`config.mk`:
```
export PLATFORM = sky130hd
export DESIGN_NAME = ing_port_adapt
export DESIGN_NICKNAME = d
export VERILOG_FILES = /design/src/common/ing_pkg.sv /design/src/hw/ing_port_adapt.sv
export VERILOG_INCLUDE_DIRS = /design/src /design/src/common
export SDC_FILE = /design/constraint.sdc
export NUM_CORES = 1
export LEC_CHECK = 0
export BUFFER_PORTS_ARGS = -buffer_cell sky130_fd_sc_hd__buf_2
export CORE_ASPECT_RATIO = 1.5
export CORE_MARGIN = 4
export CORE_UTILIZATION = 29
export CTS_CLUSTER_SIZE = 30
export DETAILED_ROUTE_END_ITERATION = 10
export PLACE_DENSITY = 0.52
export SYNTH_ARGS = -nofsm -noshare
export SYNTH_HDL_FRONTEND = slang
export SYNTH_SLANG_ARGS = --single-unit
export TNS_END_PERCENT = 100
```
`constraint.sdc`:
```
create_clock -name ing_bus -period 5.6 [get_ports ing_bus]
set_clock_uncertainty 0.15 [all_clocks]
set_input_delay 0.28 -clock ing_bus [delete_from_list [all_inputs] [get_ports ing_bus]]
set_output_delay 0.28 -clock ing_bus [all_outputs]
set_load 0.05 [all_outputs]
```
`src/common/ing_defines.svh`:
```
// Sizing macros for the ingress stage of the packet router
// Include wherever a bus, buffer or counter width is needed
`ifndef ING_DEFINES_SVH
`define ING_DEFINES_SVH

// Converged bus and port count
`define ING_BUS_BYTES     8
`define ING_NUM_PORTS     4
`define ING_PORT_IDX_W    2

// Per-port buffer sizes, in wide beats and in whole packets
`define ING_BEAT_DEPTH    16
`define ING_DESC_DEPTH    4

// Largest packet in wide beats, and the width of a beat count (1 to 8)
`define ING_MAX_PKT_BEATS 8
`define ING_BEATS_W       4

// Packet and drop counters
`define ING_CNT_W         16

`endif

```
`src/common/ing_pkg.sv`:
```
// Types shared by the ingress adapters, port buffers and scheduler
`default_nettype none
`include "ing_defines.svh"

package ing_pkg;

    // One converged-bus beat
    // Byte 0 of data sits in the low bits, one keep bit per byte
    typedef struct packed {
        logic [`ING_BUS_BYTES*8-1:0] data;
        logic [`ING_BUS_BYTES-1:0]   keep;
    } wide_beat_t;

    // Descriptor of one fully buffered packet
    typedef struct packed {
        logic [`ING_BEATS_W-1:0] beats;
    } pkt_desc_t;

endpackage

`default_nettype wire

```
`src/hw/ing_port_adapt.sv`:
```
// Packs narrow ingress beats into converged-bus beats with byte keep
// One instance per physical port, IN_BYTES set to that port's width
`timescale 1ns/1ps
`default_nettype none
`include "ing_defines.svh"

module ing_port_adapt
    import ing_pkg::*;
#(
    parameter int IN_BYTES = 2
) (
    input  logic                  ing_bus,
    input  logic                  arst_n,
    input  logic                  in_valid,
    input  logic [IN_BYTES*8-1:0] in_data,
    input  logic                  in_last,
    input  logic                  adapt_ready,
    output logic                  in_ready,
    output logic                  adapt_valid,
    output wide_beat_t            adapt_beat,
    output logic                  adapt_last
);

    localparam int LANES  = `ING_BUS_BYTES / IN_BYTES;
    localparam int LANE_W = (LANES > 1) ? $clog2(LANES) : 1;

    logic [LANE_W-1:0]           lane;
    logic [`ING_BUS_BYTES*8-1:0] acc_data;
    logic [`ING_BUS_BYTES*8-1:0] next_data;
    logic [`ING_BUS_BYTES-1:0]   next_keep;
    logic                        in_fire;
    logic                        complete;

    // Input stalls only while a packed beat waits for the buffer
    assign in_ready = ~adapt_valid | adapt_ready;
    assign in_fire  = in_valid & in_ready;

    // Wide beat done when all lanes are filled or the packet ends
    assign complete = in_fire & (in_last | (lane == LANE_W'(LANES - 1)));

    // Merge the current input beat into its lane
    always_comb begin
        next_data = acc_data;
        next_data[lane*IN_BYTES*8 +: IN_BYTES*8] = in_data;
        for (int b = 0; b < `ING_BUS_BYTES; b++) begin
            next_keep[b] = (b < (int'(lane) + 1) * IN_BYTES);
        end
    end

    always_ff @(posedge ing_bus or negedge arst_n) begin
        if (!arst_n) begin
            lane        <= '0;
            acc_data    <= '0;
            adapt_valid <= 1'b0;
        end else begin
            if (complete) begin
                lane     <= '0;
                acc_data <= '0;
            end else if (in_fire) begin
                lane     <= lane + 1'b1;
                acc_data <= next_data;
            end

            if (complete) begin
                adapt_valid <= 1'b1;
            end else if (adapt_ready) begin
                adapt_valid <= 1'b0;
            end
        end
    end

    // Packed beat, held until the buffer takes it
    always_ff @(posedge ing_bus) begin
        if (complete) begin
            adapt_beat.data <= next_data;
            adapt_beat.keep <= next_keep;
            adapt_last      <= in_last;
        end
    end

endmodule

`default_nettype wire

```
==> reports/metrics.cfg, run 1 <==
[power_and_ir_drop]
pwr_density_cell_nw_per_um2=387
p_leak_uw=0.00281
p_seq_share_pct=44.2
p_comb_share_pct=15.7
p_clk_share_pct=40.1
switchingPower_uw=770
internal_power_uw=1820
sw_frac_of_total_pct=29.7
worst_ir_drop_vdd_mv=0.203

[global_routing]
grt_use_met3_pct=3.41
grt_pass1_wl_mm=21.2
grt.total_usage_pct=13.4
grt_pass1_vias=3684
antenna_found_initial=0
top_usage_layer=met2
grt_max_degree=68
use_met1_pct=14.9
overflow=0
use_met2_pct=23.6

[clocking]
cts.repair.resized=0
insertion_delay_ns=0.41
clock_sinks=136
cts_tree=done
cts.reportedPaths.clkPinSlew_ns=0.06
cts_max_path_buffers=2
root_buffer=clkbuf_16
htree_num_levels=4
cts_made_buffers=17

[sta]
maxSlewHeadroom_pct=17.6
fmax_mhz=304
maxSlewViolCount=0
rsz0062_at_grt=false
period_share_pct=58.8
timing.hold.ws_ns=0.0683
setup_violations=0
timing_hold_violations_final=0
tightest_slew_ns=1.23
tns_ns=0
post-route-min-period_ns=3.29

[yosys]
yosysSeqAreaShare_pct=68.9
syn-cell-area_um2=5440
yosys.area.top_type_share_pct=38.1
synth_area_leader_cell=edfxtp_1
yosys-top-cells-area=edfxtp_1, dfrtp_1, a22o_1
synth_fa_ha_area_share_pct=1.61
synthesis.nets=375
syn_avg_cell_area_um2=15.7
synth_cell_type_count=28
syn_inst=347
synth_seq_cells=136
synth-simple-area-share_pct=3.04
synth_top_family_by_area=compound AO/OA/AOI/OAI gates
ys.warnings.count=0
synth_compound_area_share_pct=21.9
synth-xor-area-share_pct=0
synthMuxAreaShare_pct=0.207

[floorplan]
die_h_um=176
dieWidth_um=120
dieArea_um2=21100
io_pins=96
row_count=61
start_util_pct=29.5
core_area_um2=18500

[detailed_routing]
viasPerCell=4.96
ant_nets=0
routedWlPerCell_um=19.8
num_vias=3430
routed_wl_mm=13.7
initialDrtViolationCount=247
first_pass_iters=6
drc=0

[critical_path]
start_kind=flop
endpoint_kind=flop
cp.arrival_ns=3.22
critPathKind=reg -> reg
r2r_cells=5
r2r_end=adapt_beat[52]$_DFFE_PP_
crit_start=lane[0]$_DFFE_PN0P_
r2r_start=lane[0]$_DFFE_PN0P_
cp.required_ns=5.52
r2r_slack_ns=2.31
critPathMaxFanout=41
crit_end=adapt_beat[52]$_DFFE_PP_

[placement]
gp_congestion=0.793
dp.cells=657
numPortBuffers=95
dpl.hpwl_mm=9.39

[hold_path]
hold_path_class=in -> reg
holdPathStages=2

[finish]
final_util_pct=36.2
diodes=0
layoutNonFillerInstCount=691
nNetsFinal=455
drive_gt1_share_pct=32.6
area_growth_pct=22.9

[run]
drv_cap=0

[outcome]
status=finished clean

[layout by cell type (no fill, tap or decap)]
master and n:
nor4b_2 2, inv_6 1, dlygate4sd3_1 2, or2_1 1
nor4b_4 1, nor2_4 1, clkbuf_8 1, nand2b_1 1
clkinv_4 6, buf_2 95, dfrtp_1 67, clkinv_1 3
a32o_1 26, o211ai_1 4, nor4_2 1, inv_1 4
nor3_4 1, and4bb_1 1, and4b_1 1, mux2_2 1
buf_4 7, clkinvlp_4 4, nor2_1 1, ha_1 7
nor4_4 1, inv_2 1, nor2b_1 2, and4bb_2 1
clkinv_2 1, edfxtp_1 69, nand2_1 4, clkbuf_16 18
a22o_1 103
[cell usage after synthesis]
cell	n
a22o_1	103
edfxtp_1	69
dfrtp_1	67
a32o_1	26
buf_1	16
buf_2	11
clkbuf_1	8
ha_1	7
buf_4	6
inv_1	4
nand2_1	4
o211ai_1	4
clkinv_1	3
nor2_1	2
nor2b_1	2
nor4_2	2
nor4b_1	2
and4b_1	1
and4bb_1	1
and4bb_2	1
buf_6	1
clkbuf_2	1
inv_2	1
mux2_2	1
nand2b_1	1
nor3_4	1
nor4b_4	1
or2_1	1
[per-layer routing]
metal / part of all wire (%) / wire length, um
met4: 3.0 / 416
met3: 4.5 / 612
met5: 0 / 0
met2: 53 / 7270
met1: 39 / 5410
[per-stage QoR]
| stage | setup slack, ns | power [uW] | cell area (um^2) |
|---|---|---|---|
| after CTS | 2.27 | 2620 | 6680 |
| after floorplan | 1.10 | 1460 | 5440 |
| after global routing | 2.04 | 2680 | 6690 |
| after detailed placement | 2.28 | 1570 | 6100 |
| after global placement | 2.39 | 1570 | 6100 |
| final | 2.31 | 2590 | 6690 |
[area by class of cell]
type | instances | area (um^2)
Clock inverter | 12 | 96.3
Sequential cell | 136 | 3750
Inverter | 8 | 30.0
Fill cell | 1819 | 11800
Tap cell | 252 | 315
Timing Repair Buffer | 104 | 548
Clock buffer | 19 | 464
Multi-Input combinational cell | 160 | 1490
[sequential cells by signal, indices dropped and copies added, names as in the netlist]
name	count
lane	2
adapt_last	1
adapt_beat	68
adapt_valid	1
acc_data	64
[worst max-delay path, stage by stage, from the launching register on]
cell     delay (ns)
dfrtp_1        0.55
ha_1           0.22
or2_1          0.37
nand2_1        0.18
nor2_4         0.95
buf_4          0.50
[worst min-delay path by stage]
stage,from,to,slack (ns)
CTS,in_data[15],acc_data[15]$_DFFE_PN0P_,0.06
finish,in_data[0],acc_data[0]$_DFFE_PN0P_,0.07
detailed placement,acc_data[62]$_DFFE_PN0P_,acc_data[62]$_DFFE_PN0P_,0.33
global placement,in_last,adapt_last$_DFFE_PP_,0.32
floorplan,arst_n,acc_data[0]$_DFFE_PN0P_,-0.17
global route,in_data[15],acc_data[15]$_DFFE_PN0P_,0.07
[timing repair]
action | in CTS | in global routing
endpoints found under the hold margin | 68 | 0
hold buffers | 2 | 0
setup endpoints to repair | 0 | 0
setup buffers | 0 | 0
[power by group through the flow]
stage	combinational (uW)	sequential, uW	clock [uW]
floorplan	183	1280	0
global placement	404	1160	0
detailed placement	409	1160	0
CTS	411	1150	1060
global route	436	1150	1090
finish	408	1140	1040
[cells by family (layout without fill, tap and decap cells)]
kind of cell             Yosys count  count (layout)
AO/OA/AOI/OAI                    133             133
AND/OR/NAND/NOR                   19              19
flip-flops                       136             136
multiplexers                       1               1
buffers and inverters             51             143
adder cells (fa/ha/maj)            7               7
No activity file was read; power rests on OpenSTA's default activity.
==> run 2: changes to the inputs <==
==> constraint.sdc (replaced) <==
create_clock -name ing_bus -period 3.29 [get_ports ing_bus]
set_clock_uncertainty 0.15 [all_clocks]
set_input_delay 0.1645 -clock ing_bus [delete_from_list [all_inputs] [get_ports ing_bus]]
set_output_delay 0.1645 -clock ing_bus [all_outputs]
set_load 0.05 [all_outputs]
==> run 2 against run 1 <==
  * Via count grew 4.0%
  * Clock-buffer cell count is the same
  * Critical endpoint is now adapt_beat[71]$_DFFE_PP_
  * Sequential power grew 71%
  * Register-to-register slack lost 1.8 ns
  * Critical path type unchanged
==> reports/metrics.cfg, run 2 (synthesized netlist as in run 1, its figures left out) <==
[outcome]
status=finished clean  ; unchanged

[run]
drv_cap=0  ; unchanged

[placement]
numPortBuffers=95  ; unchanged
gp_congestion=0.803  ; was 0.793
dpl.hpwl_mm=9.61  ; was 9.39 mm

[critical_path]
cp.arrival_ns=2.87  ; was 3.22 ns
endpoint_kind=flop  ; unchanged
r2r_start=lane[0]$_DFFE_PN0P_  ; unchanged
critPathKind=reg -> reg  ; unchanged
cp.required_ns=3.41  ; was 5.52 ns
r2r_end=adapt_beat[71]$_DFFE_PP_  ; was adapt_beat[52]$_DFFE_PP_
critPathMaxFanout=13  ; was 41
start_kind=flop  ; unchanged
r2r_cells=5  ; unchanged
r2r_slack_ns=0.54  ; was 2.31 ns

[power_and_ir_drop]
p_comb_share_pct=15.1  ; was 15.7%
pwr_density_cell_nw_per_um2=687  ; was 387 nW/um^2
switchingPower_uw=1280  ; was 770 uW
internal_power_uw=3530  ; was 1820 uW
p_seq_share_pct=40.4  ; was 44.2%
sw_frac_of_total_pct=26.6  ; was 29.7%
worst_ir_drop_vdd_mv=0.345  ; was 0.203 mV
power_uw=4820  ; was 2590 uW
p_clk_share_pct=44.4  ; was 40.1%
p_leak_uw=0.00298  ; was 0.00281 uW

[clocking]
cts_made_buffers=17  ; unchanged
cts_setup_buffers=0  ; unchanged
postCtsHoldBufs=16  ; was 2
cts_tree=done  ; unchanged
cts.repair.resized=0  ; unchanged
clock_sinks=136  ; unchanged
htree_num_levels=4  ; unchanged
insertion_delay_ns=0.41  ; about the same
root_buffer=clkbuf_16  ; unchanged
cts.reportedPaths.clkPinSlew_ns=0.06  ; about the same
cts_max_path_buffers=2  ; unchanged

[hold_path]
holdPathStages=2  ; unchanged
hold_path_class=in -> reg  ; unchanged
hold_end=acc_data[20]$_DFFE_PN0P_  ; was acc_data[0]$_DFFE_PN0P_
hp-start=in_data[4]  ; was in_data[0]

[sta]
timing_hold_violations_final=0  ; unchanged
setup_violations=0  ; unchanged
maxSlewHeadroom_pct=45.1  ; was 17.6%
fmax_mhz=363  ; was 304 MHz
maxSlewViolCount=0  ; unchanged
period_share_pct=83.6  ; was 58.8%
post-route-min-period_ns=2.75  ; was 3.29 ns
tightest_slew_ns=0.821  ; was 1.23 ns
rsz0062_at_grt=false  ; unchanged
tns_ns=0  ; unchanged

[floorplan]
die_h_um=176  ; unchanged
start_util_pct=29.5  ; unchanged
io_pins=96  ; unchanged
dieWidth_um=120  ; unchanged
row_count=61  ; unchanged
dieArea_um2=21100  ; unchanged
core_area_um2=18500  ; unchanged

[detailed_routing]
routed_wl_mm=13.9  ; was 13.7 mm
initialDrtViolationCount=245  ; was 247
viasPerCell=4.98  ; was 4.96
num_vias=3568  ; was 3430
routedWlPerCell_um=19.4  ; was 19.8 um
drc=0  ; unchanged
ant_nets=0  ; unchanged
first_pass_iters=6  ; unchanged

[global_routing]
grt_max_degree=50  ; was 68
grt.total_usage_pct=13.4  ; about the same
grt_pass1_wl_mm=21.6  ; was 21.2 mm
overflow=0  ; unchanged
grt_pass1_vias=3644  ; was 3684
antenna_found_initial=0  ; unchanged

[finish]
drive_gt1_share_pct=32.5  ; was 32.6%
final_cell_mix=a22o_1, buf_2, edfxtp_1  ; unchanged
regMostFlops=adapt_beat  ; unchanged
layout_commonest_cell=a22o_1  ; unchanged
fillers=1791  ; was 1819
top_regs=adapt_beat: 68 flops, acc_data: 64 flops, lane: 2 flops  ; unchanged
largest_reg_flops=68  ; unchanged
nNetsFinal=479  ; was 455
diodes=0  ; unchanged
area_growth_pct=28.9  ; was 22.9%

## run 2: cell count changes in the layout (fill, tap and decap cells not counted), moves of 2 or more
cell / previous run / this run
buf_4: 7 / 16
bufinv_16: 0 / 6
clkinv_2: 1 / 3
clkinv_4: 6 / 1
dlygate4sd3_1: 2 / 16
nor4b_1: 0 / 2
nor4b_2: 2 / 0
## run 2: layout make-up
class	instances	area (um^2)	share of cell area, %
sequential	136	3750	53.5
multi-input combinational	160	1470	21.0
timing repair buffer	128	776	11.1
clock buffer	19	443	6.32
tap	252	315	4.50
clock inverter	13	226	3.23
inverter	8	30.0	0.428
## run 2: per-layer routing
metal	global-route usage, %	routed length (um)	vias up
met4	4.54	230	0
met3	3.29	612	13
met5	0	0	-
li1	-	-	1598
met1	15.1	5320	1847
met2	24.7	7720	110
## run 2: power by group through the flow
stage / combinational [uW] / clock, uW / sequential, uW
5_1_grt: 776 / 2250 / 1960
2_1_floorplan: 313 / 0 / 2170
6_report: 729 / 2140 / 1950
3_5_place_dp: 721 / 0 / 1980
4_1_cts: 737 / 2180 / 1950
3_3_place_gp: 706 / 0 / 1980
## run 2: stage by stage
stage | utilization (%) | area [um^2] | setup WS, ns | std cells | hold slack [ns]
finish | 38.0 | 7010 | 0.538 | 716 | 0.0141
global route | 38.0 | 7010 | 0.367 | 716 | 0.0173
CTS | 38.0 | 7010 | 0.558 | 716 | 0.0182
detailed placement | 33.5 | 6180 | 0.571 | 668 | 0.108
global placement | 33.5 | 6180 | 0.722 | 668 | 0.0944
floorplan | - | 5450 | 0.713 | 347 | -0.281
## run 2: worst max path at each step
stage | startpoint | to | slack (ns) | cells after the start
after global placement | lane[0]$_DFFE_PN0P_ | adapt_beat[71]$_DFFE_PP_ | 0.72 | 5
after floorplan | lane[0]$_DFFE_PN0P_ | adapt_beat[10]$_DFFE_PP_ | 0.71 | 5
after detailed placement | lane[0]$_DFFE_PN0P_ | adapt_beat[71]$_DFFE_PP_ | 0.57 | 5
after CTS | lane[0]$_DFFE_PN0P_ | adapt_beat[63]$_DFFE_PP_ | 0.56 | 5
final | lane[0]$_DFFE_PN0P_ | adapt_beat[71]$_DFFE_PP_ | 0.54 | 5
after global routing | lane[0]$_DFFE_PN0P_ | adapt_beat[63]$_DFFE_PP_ | 0.37 | 5
## run 2: worst max-delay path: stages (launching register included)
cell and delay (ns):
dfrtp_1 0.55, inv_1 0.19, ha_1 0.39, and4bb_2 0.52, nor2b_1 0.59, a22o_1 0.23
