### config.mk
export PLATFORM = sky130hd
export DESIGN_NAME = ing_sched
export DESIGN_NICKNAME = d
export VERILOG_FILES = /design/src/common/ing_pkg.sv /design/src/hw/ing_sched.sv
export VERILOG_INCLUDE_DIRS = /design/src /design/src/common
export SDC_FILE = /design/constraint.sdc
export NUM_CORES = 1
export LEC_CHECK = 0
export ABC_CLOCK_PERIOD_IN_PS = 6550
export BUFFER_PORTS_ARGS = -buffer_cell sky130_fd_sc_hd__buf_2
export CAP_MARGIN = 10
export CORE_AREA = 2 2 154 156
export CTS_BUF_LIST = sky130_fd_sc_hd__clkbuf_4
export DETAILED_ROUTE_END_ITERATION = 10
export DIE_AREA = 0 0 156 158
export PLACE_DENSITY_LB_ADDON = 0.2
export SLEW_MARGIN = 20
export SYNTH_ARGS = -nofsm -noshare
export SYNTH_HDL_FRONTEND = slang
export SYNTH_SLANG_ARGS = --single-unit
### constraint.sdc
create_clock -name ing_bus -period 6.55 [get_ports ing_bus]
set_clock_uncertainty 0.15 [all_clocks]
set_input_delay 0.655 -clock ing_bus [delete_from_list [all_inputs] [get_ports ing_bus]]
set_output_delay 0.655 -clock ing_bus [all_outputs]
set_load 0.005 [all_outputs]
### src/common/ing_defines.svh
// Sizing macros for the ingress stage of the packet router
// Include wherever a bus, buffer or counter width is needed
`ifndef ING_DEFINES_SVH
`define ING_DEFINES_SVH

// Converged bus and port count
`define ING_BUS_BYTES     8
`define ING_NUM_PORTS     4
`define ING_PORT_IDX_W    2

// Per-port buffer sizes, in wide beats and in whole packets
`define ING_BEAT_DEPTH    16
`define ING_DESC_DEPTH    4

// Largest packet in wide beats, and the width of a beat count (1 to 8)
`define ING_MAX_PKT_BEATS 8
`define ING_BEATS_W       4

// Packet and drop counters
`define ING_CNT_W         16

`endif

### src/common/ing_pkg.sv
// Types shared by the ingress adapters, port buffers and scheduler
`default_nettype none
`include "ing_defines.svh"

package ing_pkg;

    // One converged-bus beat
    // Byte 0 of data sits in the low bits, one keep bit per byte
    typedef struct packed {
        logic [`ING_BUS_BYTES*8-1:0] data;
        logic [`ING_BUS_BYTES-1:0]   keep;
    } wide_beat_t;

    // Descriptor of one fully buffered packet
    typedef struct packed {
        logic [`ING_BEATS_W-1:0] beats;
    } pkt_desc_t;

endpackage

`default_nettype wire

### src/hw/ing_sched.sv
// Round-robin packet scheduler that merges the port buffers onto the ingress bus
// Each beat carries its source port index on bus_user
`timescale 1ns/1ps
`default_nettype none
`include "ing_defines.svh"

module ing_sched
    import ing_pkg::*;
(
    input  logic                            ing_bus,
    input  logic                            arst_n,
    input  logic [`ING_NUM_PORTS-1:0]       desc_avail,
    input  pkt_desc_t [`ING_NUM_PORTS-1:0]  desc_head,
    input  wide_beat_t [`ING_NUM_PORTS-1:0] beat_head,
    input  logic                            bus_ready,
    output logic [`ING_NUM_PORTS-1:0]       desc_pop,
    output logic [`ING_NUM_PORTS-1:0]       beat_pop,
    output logic                            bus_valid,
    output logic [`ING_BUS_BYTES*8-1:0]     bus_data,
    output logic [`ING_BUS_BYTES-1:0]       bus_keep,
    output logic                            bus_last,
    output logic [`ING_PORT_IDX_W-1:0]      bus_user
);

    logic                       busy;
    logic [`ING_PORT_IDX_W-1:0] cur_port;
    logic [`ING_BEATS_W-1:0]    remain;
    logic                       found;
    logic [`ING_PORT_IDX_W-1:0] pick;
    logic                       bus_fire;

    ////////////////////////////////////////////////////////////////////////////
    // Grant

    // Search upward from the port after the last grant
    always_comb begin
        found = 1'b0;
        pick  = cur_port;
        for (int i = 1; i <= `ING_NUM_PORTS; i++) begin
            if (!found && desc_avail[(int'(cur_port) + i) % `ING_NUM_PORTS]) begin
                found = 1'b1;
                pick  = `ING_PORT_IDX_W'((int'(cur_port) + i) % `ING_NUM_PORTS);
            end
        end
    end

    assign bus_fire = bus_valid & bus_ready;

    always_comb begin
        desc_pop           = '0;
        beat_pop           = '0;
        desc_pop[pick]     = ~busy & found;
        beat_pop[cur_port] = bus_fire;
    end

    // Starts at port 0 after reset
    always_ff @(posedge ing_bus or negedge arst_n) begin
        if (!arst_n) begin
            busy     <= 1'b0;
            cur_port <= `ING_PORT_IDX_W'(`ING_NUM_PORTS - 1);
            remain   <= '0;
        end else if (!busy) begin
            if (found) begin
                busy     <= 1'b1;
                cur_port <= pick;
                remain   <= desc_head[pick].beats;
            end
        end else if (bus_fire) begin
            remain <= remain - 1'b1;
            if (bus_last) begin
                busy <= 1'b0;
            end
        end
    end

    ////////////////////////////////////////////////////////////////////////////
    // Ingress bus

    assign bus_valid = busy;
    assign bus_data  = beat_head[cur_port].data;
    assign bus_keep  = beat_head[cur_port].keep;
    assign bus_user  = cur_port;
    // Countdown is zero when idle
    assign bus_last  = (remain == `ING_BEATS_W'(1));

endmodule

`default_nettype wire

==> results.rst, run 1 <==
.. list-table::
   :header-rows: 1

   * - Metric
     - Value
   * - Outcome
     - complete, no violations
   * - Post-CTS resize count
     - 0
   * - Clock sink count
     - 7
   * - Length of routed met3 wiring
     - 1900 microns
   * - Max-slew violation count
     - 0
   * - Chip width
     - 156 microns
   * - Number of hold violations in the final report
     - 0
   * - Number of nets in the finished design
     - 877
   * - Global route total overflow
     - 0
   * - Sum of net half-perimeters after detailed placement
     - 15300 microns
   * - Capturing element type of the critical path
     - output pin
   * - Row count
     - 56
   * - Power density normalized to cell area
     - 300 mW/mm^2
   * - Met1 routed wirelength after detailed routing
     - 7070 microns
   * - Maximum operating frequency
     - 221 MHz
   * - Final hold slack
     - 0.0848 ns
   * - Violation count after the first detailed-route iteration
     - 154
   * - Mean Syn Cell Area
     - 14.1 sq um
   * - Met2 wire length
     - 8450 microns
   * - IR Drop Worst-Case VDD
     - 0.127 mV
   * - Boundary Pins
     - 395
   * - Overall die area
     - 0.0246 sq mm
   * - TritonCTS clock tree
     - yes
   * - Flip-flop cell with the highest count after synthesis
     - dfrtp_1
   * - Total core area
     - 0.0231 sq mm
   * - Clock latency on the worst-skew pair
     - 0.25 ns
   * - Clock transition at the registers of the reported paths
     - 0.05 ns
   * - Critical path data required time
     - 5.74 ns
   * - Number of cells on the worst reg-to-reg path
     - 8
   * - Setup slack, reg-to-reg
     - 2.63 ns
   * - Startpoint type of the worst setup path
     - flop
   * - Number of register bits inferred by synthesis
     - 7
   * - Number of global-route vias before repair
     - 3457
   * - Total Wirelength
     - 17600 microns
   * - Remaining number of nets flagged by the antenna check after routing
     - 0
   * - CP arrival
     - 3.72 ns
   * - Part of the Yosys area used for sequential elements
     - 0.0690
   * - CTS Root Buffer Type
     - clkbuf_4
   * - Total nets after synthesis
     - 500
   * - Setup violation total in the final timing report
     - 0
   * - Number of cells produced by synthesis
     - 183
   * - Iteration count of the initial detailed-routing pass
     - 4
   * - Post-DR wirelength/cell
     - 20.7 microns
   * - CTS Hold Buffers Added
     - 0
   * - Min-delay worst type
     - in -> async
   * - Warnings from Yosys
     - 0
   * - Tcrit/Tclk final
     - 0.691
   * - Initial antenna violation count
     - 4
   * - Tightest Pin Transition
     - 0.973 ns
   * - Number of flops mapped to enable cells by yosys
     - 0
   * - Routability congestion estimate
     - 0.770
   * - CP Class
     - reg -> out
   * - Share of post-route cells with drive strength above 1
     - 0.875
   * - Synthesis-to-finish area growth
     - 87.5%
   * - Clock Tree Buf Depth
     - 2
   * - Post-synthesis async set-or-reset flop share
     - 1.00
   * - Total leakage power
     - 2.42 nW
   * - Max Fanout on Critical Path
     - 46
   * - TNS Setup
     - 0 ns
   * - RSZ-0062 raised after global routing
     - no
   * - DR vias
     - 3452
   * - Combined area of all synthesized cells
     - 0.00258 sq mm
   * - CTS buffer count
     - 3
   * - Detailed-route vias per instance
     - 4.06
   * - Initial cell density of the core
     - 0.112
   * - Relative slew slack
     - 0.350
   * - Worst flop-to-flop path endpoint
     - remain[1]
   * - Die outline height
     - 158 microns
   * - Input/output buffers
     - 394
   * - Number of H-tree levels
     - 1
   * - Number of library cell types mapped by synthesis
     - 43
   * - Maximum number of pins on one net before global-route repair
     - 47
   * - DRC violations left
     - 0
   * - Reg-to-reg startpoint
     - bus_user[0]
   * - Total routing usage reported by global routing
     - 0.124
   * - Final period demand of the worst path
     - 4.52 ns
   * - Highest metal used
     - met5
   * - Post-CTS Setup Inserts
     - 0
   * - Max capacitance violation total
     - 0
   * - First-pass GRT wire length
     - 22600 microns
[worst max-delay path: stages (launching register included)]
cell and delay, ns:
dfstp_4 1.07, inv_1 0.22, ha_1 0.52, mux2_2 0.40, and4b_1 0.27, o21ai_0 0.12
a2bb2oi_2 0.49, nor3b_1 0.23, buf_2 0.14
[per-stage QoR]
step / cell area [sq um] / cells / util / worst slack, ns / total power (W)
after global placement: 4790 / 845 / 0.208 / 2.18 / 0.00145
after CTS: 4820 / 849 / 0.209 / 1.88 / 0.00149
after global routing: 4830 / 850 / 0.209 / 1.68 / 0.00157
after detailed placement: 4790 / 845 / 0.208 / 2.16 / 0.00144
after floorplan: 2580 / 183 / - / 2.65 / 0.000950
final: 4830 / 851 / 0.210 / 2.03 / 0.00145
[synthesized netlist by cell type (all sizes together), types with 2 or more instances]
cell,n,area [sq um]
nor3,4,20.0
a22oi,2,15.0
a211oi,2,25.0
dfrtp,5,125
mux2i,7,70.1
nor3b,2,15.0
clkbuf,12,55.1
dfstp,2,52.6
o21ai,3,18.8
nor2b,3,18.8
mux2,8,105
mux4,72,1620
nand2,4,15.0
and3,4,25.0
ha,6,75.1
buf,12,83.8
nand3,3,15.0
a21oi,4,20.0
nor4,2,12.5
inv,5,18.8
nor2,4,15.0
[area by class of cell]
| class | count | area [sq um] |
|---|---|---|
| fill | 2589 | 18200 |
| clock buffer | 4 | 30.0 |
| tap | 290 | 363 |
| antenna | 2 | 5.00 |
| sequential | 7 | 185 |
| multi-input combinational | 147 | 2240 |
| timing repair buffer | 396 | 1990 |
| inverter | 5 | 18.8 |
[how the worst max path moves through the flow]
stage / startpoint / to / slack (ns) / cells after the start
finish: bus_user[0] / desc_pop[1] / 2.03 / 8
global route: bus_user[0] / desc_pop[0] / 1.68 / 7
CTS: bus_user[0] / desc_pop[1] / 1.88 / 8
detailed placement: bus_user[0] / desc_pop[0] / 2.16 / 7
global placement: bus_user[0] / desc_pop[1] / 2.18 / 8
floorplan: bus_user[1] / desc_pop[1] / 2.65 / 12
[cells in the final DEF, fill, tap and decap left out, types with 2 or more instances in the layout]
master | synthesis | routed
a211oi_2 | 2 | 2
o21ai_0 | 2 | 2
and3_1 | 4 | 4
nor3_1 | 4 | 4
nand3_1 | 3 | 3
clkbuf_4 | 0 | 4
inv_1 | 5 | 5
a21oi_1 | 4 | 4
a22oi_1 | 2 | 2
ha_1 | 6 | 6
buf_2 | 7 | 394
buf_4 | 2 | 2
mux2i_1 | 7 | 7
diode_2 | 0 | 2
dfstp_4 | 0 | 2
dfrtp_1 | 5 | 5
nand2_1 | 4 | 4
nor2b_1 | 3 | 3
nor4_1 | 2 | 2
nor2_1 | 4 | 4
mux4_2 | 72 | 72
mux2_2 | 4 | 4
nor3b_1 | 2 | 2
mux2_4 | 4 | 4
[sequential cells by signal, summed over array words and instances, names as in the netlist]
register	flops
remain	4
bus_user	2
bus_valid	1
[layer usage]
layer | up-vias | track usage
li1 | 1566 | -
met1 | 1703 | 0.157
met2 | 169 | 0.207
met3 | 10 | 0.0490
met4 | 4 | 0.0157
met5 | - | 0
[logic make-up (layout without fill, tap and decap cells)]
| family | after synthesis | after routing | share of synthesized area |
|---|---|---|---|
| multiplexers | 87 | 87 | 0.697 |
| adder cells (fa/ha/maj) | 6 | 6 | 0.0291 |
| XOR/XNOR | 2 | 2 | 0.00680 |
| flip-flops | 7 | 7 | 0.0690 |
| AND/OR/NAND/NOR | 33 | 33 | 0.0748 |
| buffers and inverters | 29 | 405 | 0.0612 |
| AO/OA/AOI/OAI | 19 | 19 | 0.0617 |
| other | 0 | 2 | 0 |
[power breakdown]
part | switching (W) | internal (W) | total (W) | leakage [nW]
clock network | 0.0000157 | 0.0000274 | 0.0000430 | 0.0184
registers | 0.000123 | 0.0000730 | 0.000196 | 0.0771
logic | 0.000518 | 0.000692 | 0.00121 | 2.32
total | 0.000657 | 0.000792 | 0.00145 | 2.42
Power figures use the tool's default switching activity.
==> run 2, diff against run 1 <==
Settings changed: ABC_CLOCK_PERIOD_IN_PS 6550 to 4050, CORE_AREA 2 2 154 156 to 2 2 151 153, DIE_AREA 0 0 156 158 to 0 0 153 155.
Clock period 6.55 ns to 4.05 ns, I/O delays scaled along.
==> run 2 against run 1 <==
  * Global-route usage is 1.8 points higher
  * Count of clock-buffer cells in the layout unchanged
  * Setup slack lost 1.6 ns
  * Critical path depth is the same
  * Flip-flop and latch count is the same
  * Clock power is 63% higher
  * Sequential power fell by 28%
  * First-iteration DRC count grew 2.6%
  * Sequential share of layout area is essentially flat
  * Register-to-register slack lost 1.8 ns
  * Utilization up 1.1 points
  * Die area fell by 3.8%
==> results.rst, run 2 (synthesis results as in run 1) <==
.. list-table::
   :header-rows: 1

   * - Metric
     - Value
   * - Relative slew slack
     - 0.490 (+0.140)
   * - Clock latency on the worst-skew pair
     - 0.25 ns (about the same)
   * - Number of nets in the finished design
     - 882 (+0.57%)
   * - Row count
     - 55 (-1.8%)
   * - Number of H-tree levels
     - 1 (unchanged)
   * - Global route total overflow
     - 0 (unchanged)
   * - Most frequent cells in the layout
     - 394 x buf_2, 72 x mux4_2, 7 x mux2i_1
   * - Share of post-route cells with drive strength above 1
     - 0.874 (about the same)
   * - Flip-flop count of the largest register, all copies and words added
     - 4 (unchanged)
   * - Register cell area after layout
     - 185 sq um (unchanged)
   * - Tcrit/Tclk final
     - 0.891
   * - Tightest Pin Transition
     - 0.765 ns (-0.208 ns)
   * - TritonCTS clock tree
     - yes
   * - Sum of net half-perimeters after detailed placement
     - 16100 microns (+5.4%)
   * - Area after DPL
     - 0.00481 sq mm (+0.34%)
   * - Initial antenna violation count
     - 5 (+1)
   * - IR Drop Worst-Case VDD
     - 0.224 mV (+76%)
   * - Post-CTS resize count
     - 0 (unchanged)
   * - Fill count
     - 2486 (-4.0%)
   * - TNS Setup
     - 0 ns (unchanged)
   * - Total leakage power
     - 2.45 nW (+1.3%)
   * - Reg-to-reg startpoint
     - bus_user[0]
   * - Number of cells on the worst reg-to-reg path
     - 8 (unchanged)
   * - Initial cell density of the core
     - 0.116 (+0.00415)
   * - Setup violation total in the final timing report
     - 0 (unchanged)
   * - CTS Hold Buffers Added
     - 1 (+1)
   * - Max capacitance violation total
     - 0 (unchanged)
   * - DR vias
     - 3560 (+3.1%)
   * - Worst setup slack after layout
     - 0.442 ns (-1.58 ns)
   * - Post-route standard cell area excluding fillers
     - 0.00489 sq mm (+1.3%)
   * - Number of hold violations in the final report
     - 0 (unchanged)
   * - Startpoint type of the worst setup path
     - flop
   * - Critical path data required time
     - 3.49 ns (-2.25 ns)
   * - CP arrival
     - 3.05 ns (-0.67 ns)
   * - Violation count after the first detailed-route iteration
     - 158 (+2.6%)
   * - Most frequent standard cell in the layout excluding fill and tap cells
     - buf_2
   * - Max-slew violation count
     - 0 (unchanged)
   * - Post-DR wirelength/cell
     - 21.8 microns (+5.4%)
   * - Input/output buffers
     - 394 (unchanged)
   * - Maximum operating frequency
     - 277 MHz
   * - Clock sink count
     - 7 (unchanged)
   * - Post-placement worst setup slack
     - 0.551 ns (-1.61 ns)
   * - Clock Tree Buf Depth
     - 2 (unchanged)
   * - Final period demand of the worst path
     - 3.61 ns
   * - Total routing usage reported by global routing
     - 0.142 (+0.0179)
   * - CTS Root Buffer Type
     - clkbuf_4
   * - Detailed-route vias per instance
     - 4.17 (+2.8%)
   * - First element of the critical path
     - bus_user[0]
   * - Area taken by multi-input logic gates
     - 0.00224 sq mm (unchanged)
   * - Outcome
     - complete, no violations
   * - Die outline height
     - 155 microns (-1.9%)
   * - Post-CTS Setup Inserts
     - 0 (unchanged)
   * - Maximum number of pins on one net before global-route repair
     - 53 (+13%)
   * - CTS buffer count
     - 3 (unchanged)
   * - Boundary Pins
     - 395 (unchanged)
   * - Max Fanout on Critical Path
     - 11 (-76%)
   * - Power density normalized to cell area
     - 490 mW/mm^2 (+63%)
   * - Final hold slack
     - 0.370 ns (+0.286 ns)
   * - Routability congestion estimate
     - 0.835 (+8.4%)
   * - CP Class
     - reg -> out
   * - Capturing element type of the critical path
     - output pin
   * - First-pass GRT wire length
     - 25300 microns (+12%)
   * - Total Wirelength
     - 18600 microns (+5.8%)
   * - Remaining number of nets flagged by the antenna check after routing
     - 0 (unchanged)
   * - DRC violations left
     - 0 (unchanged)
   * - Total core area
     - 0.0222 sq mm (-3.6%)
   * - Clock transition at the registers of the reported paths
     - 0.05 ns (about the same)
   * - Reg with most FFs
     - remain
   * - Synthesis-to-finish area growth
     - 89.8%
   * - Overall die area
     - 0.0237 sq mm (-3.8%)
   * - Min-delay worst type
     - in -> async
   * - Iteration count of the initial detailed-routing pass
     - 4 (unchanged)
   * - Chip width
     - 153 microns (-1.9%)
   * - Number of global-route vias before repair
     - 3504 (+1.4%)
   * - RSZ-0062 raised after global routing
     - no
## run 2: metal layers
metal	vias up	wire, microns	GRT usage
met3	4	1670	0.0370
met4	0	68	0.0123
met2	211	8460	0.217
met5	-	0	0
met1	1764	8390	0.210
li1	1581	-	-
## run 2: through the flow
stage | instances | utilization | power [W]
after floorplan | 183 | - | 0.00154
after global placement | 843 | 0.216 | 0.00236
after detailed placement | 843 | 0.216 | 0.00233
after CTS | 848 | 0.218 | 0.00243
after global routing | 849 | 0.219 | 0.00258
final | 854 | 0.220 | 0.00240
## run 2: worst max-delay path, stage by stage (launching register included)
cell       delay [ns]
dfstp_4          0.60
inv_1            0.08
ha_1             0.47
mux2_2           0.41
and4b_1          0.28
o21ai_0          0.11
a2bb2oi_2        0.48
nor3b_1          0.23
buf_2            0.14
## run 2: report_power, final
part	total, W	switching [W]	leakage (nW)	internal [W]
sequential	0.000142	0.0000294	0.0771	0.000113
combinational	0.00219	0.00102	2.35	0.00116
clock	0.0000699	0.0000256	0.0184	0.0000443
## run 2: final timing paths
path	slack [ns]	endpoint
worst max-delay path	0.44	desc_pop[1]
worst min-delay path	0.37	remain[0]
worst max register to register	0.79	remain[1]
worst min register to register	0.46	remain[2]
max in group asynchronous	3.15	bus_user[1]
min in group ing_bus	0.37	remain[0]
## run 2: area by class of cell
| cell class | instances | share of cell area |
|---|---|---|
| Multi-Input combinational cell | 147 | 0.458 |
| Antenna cell | 5 | 0.00256 |
| Tap cell | 285 | 0.0729 |
| Sequential cell | 7 | 0.0379 |
| Timing Repair Buffer | 401 | 0.419 |
| Inverter | 5 | 0.00384 |
| Clock buffer | 4 | 0.00614 |
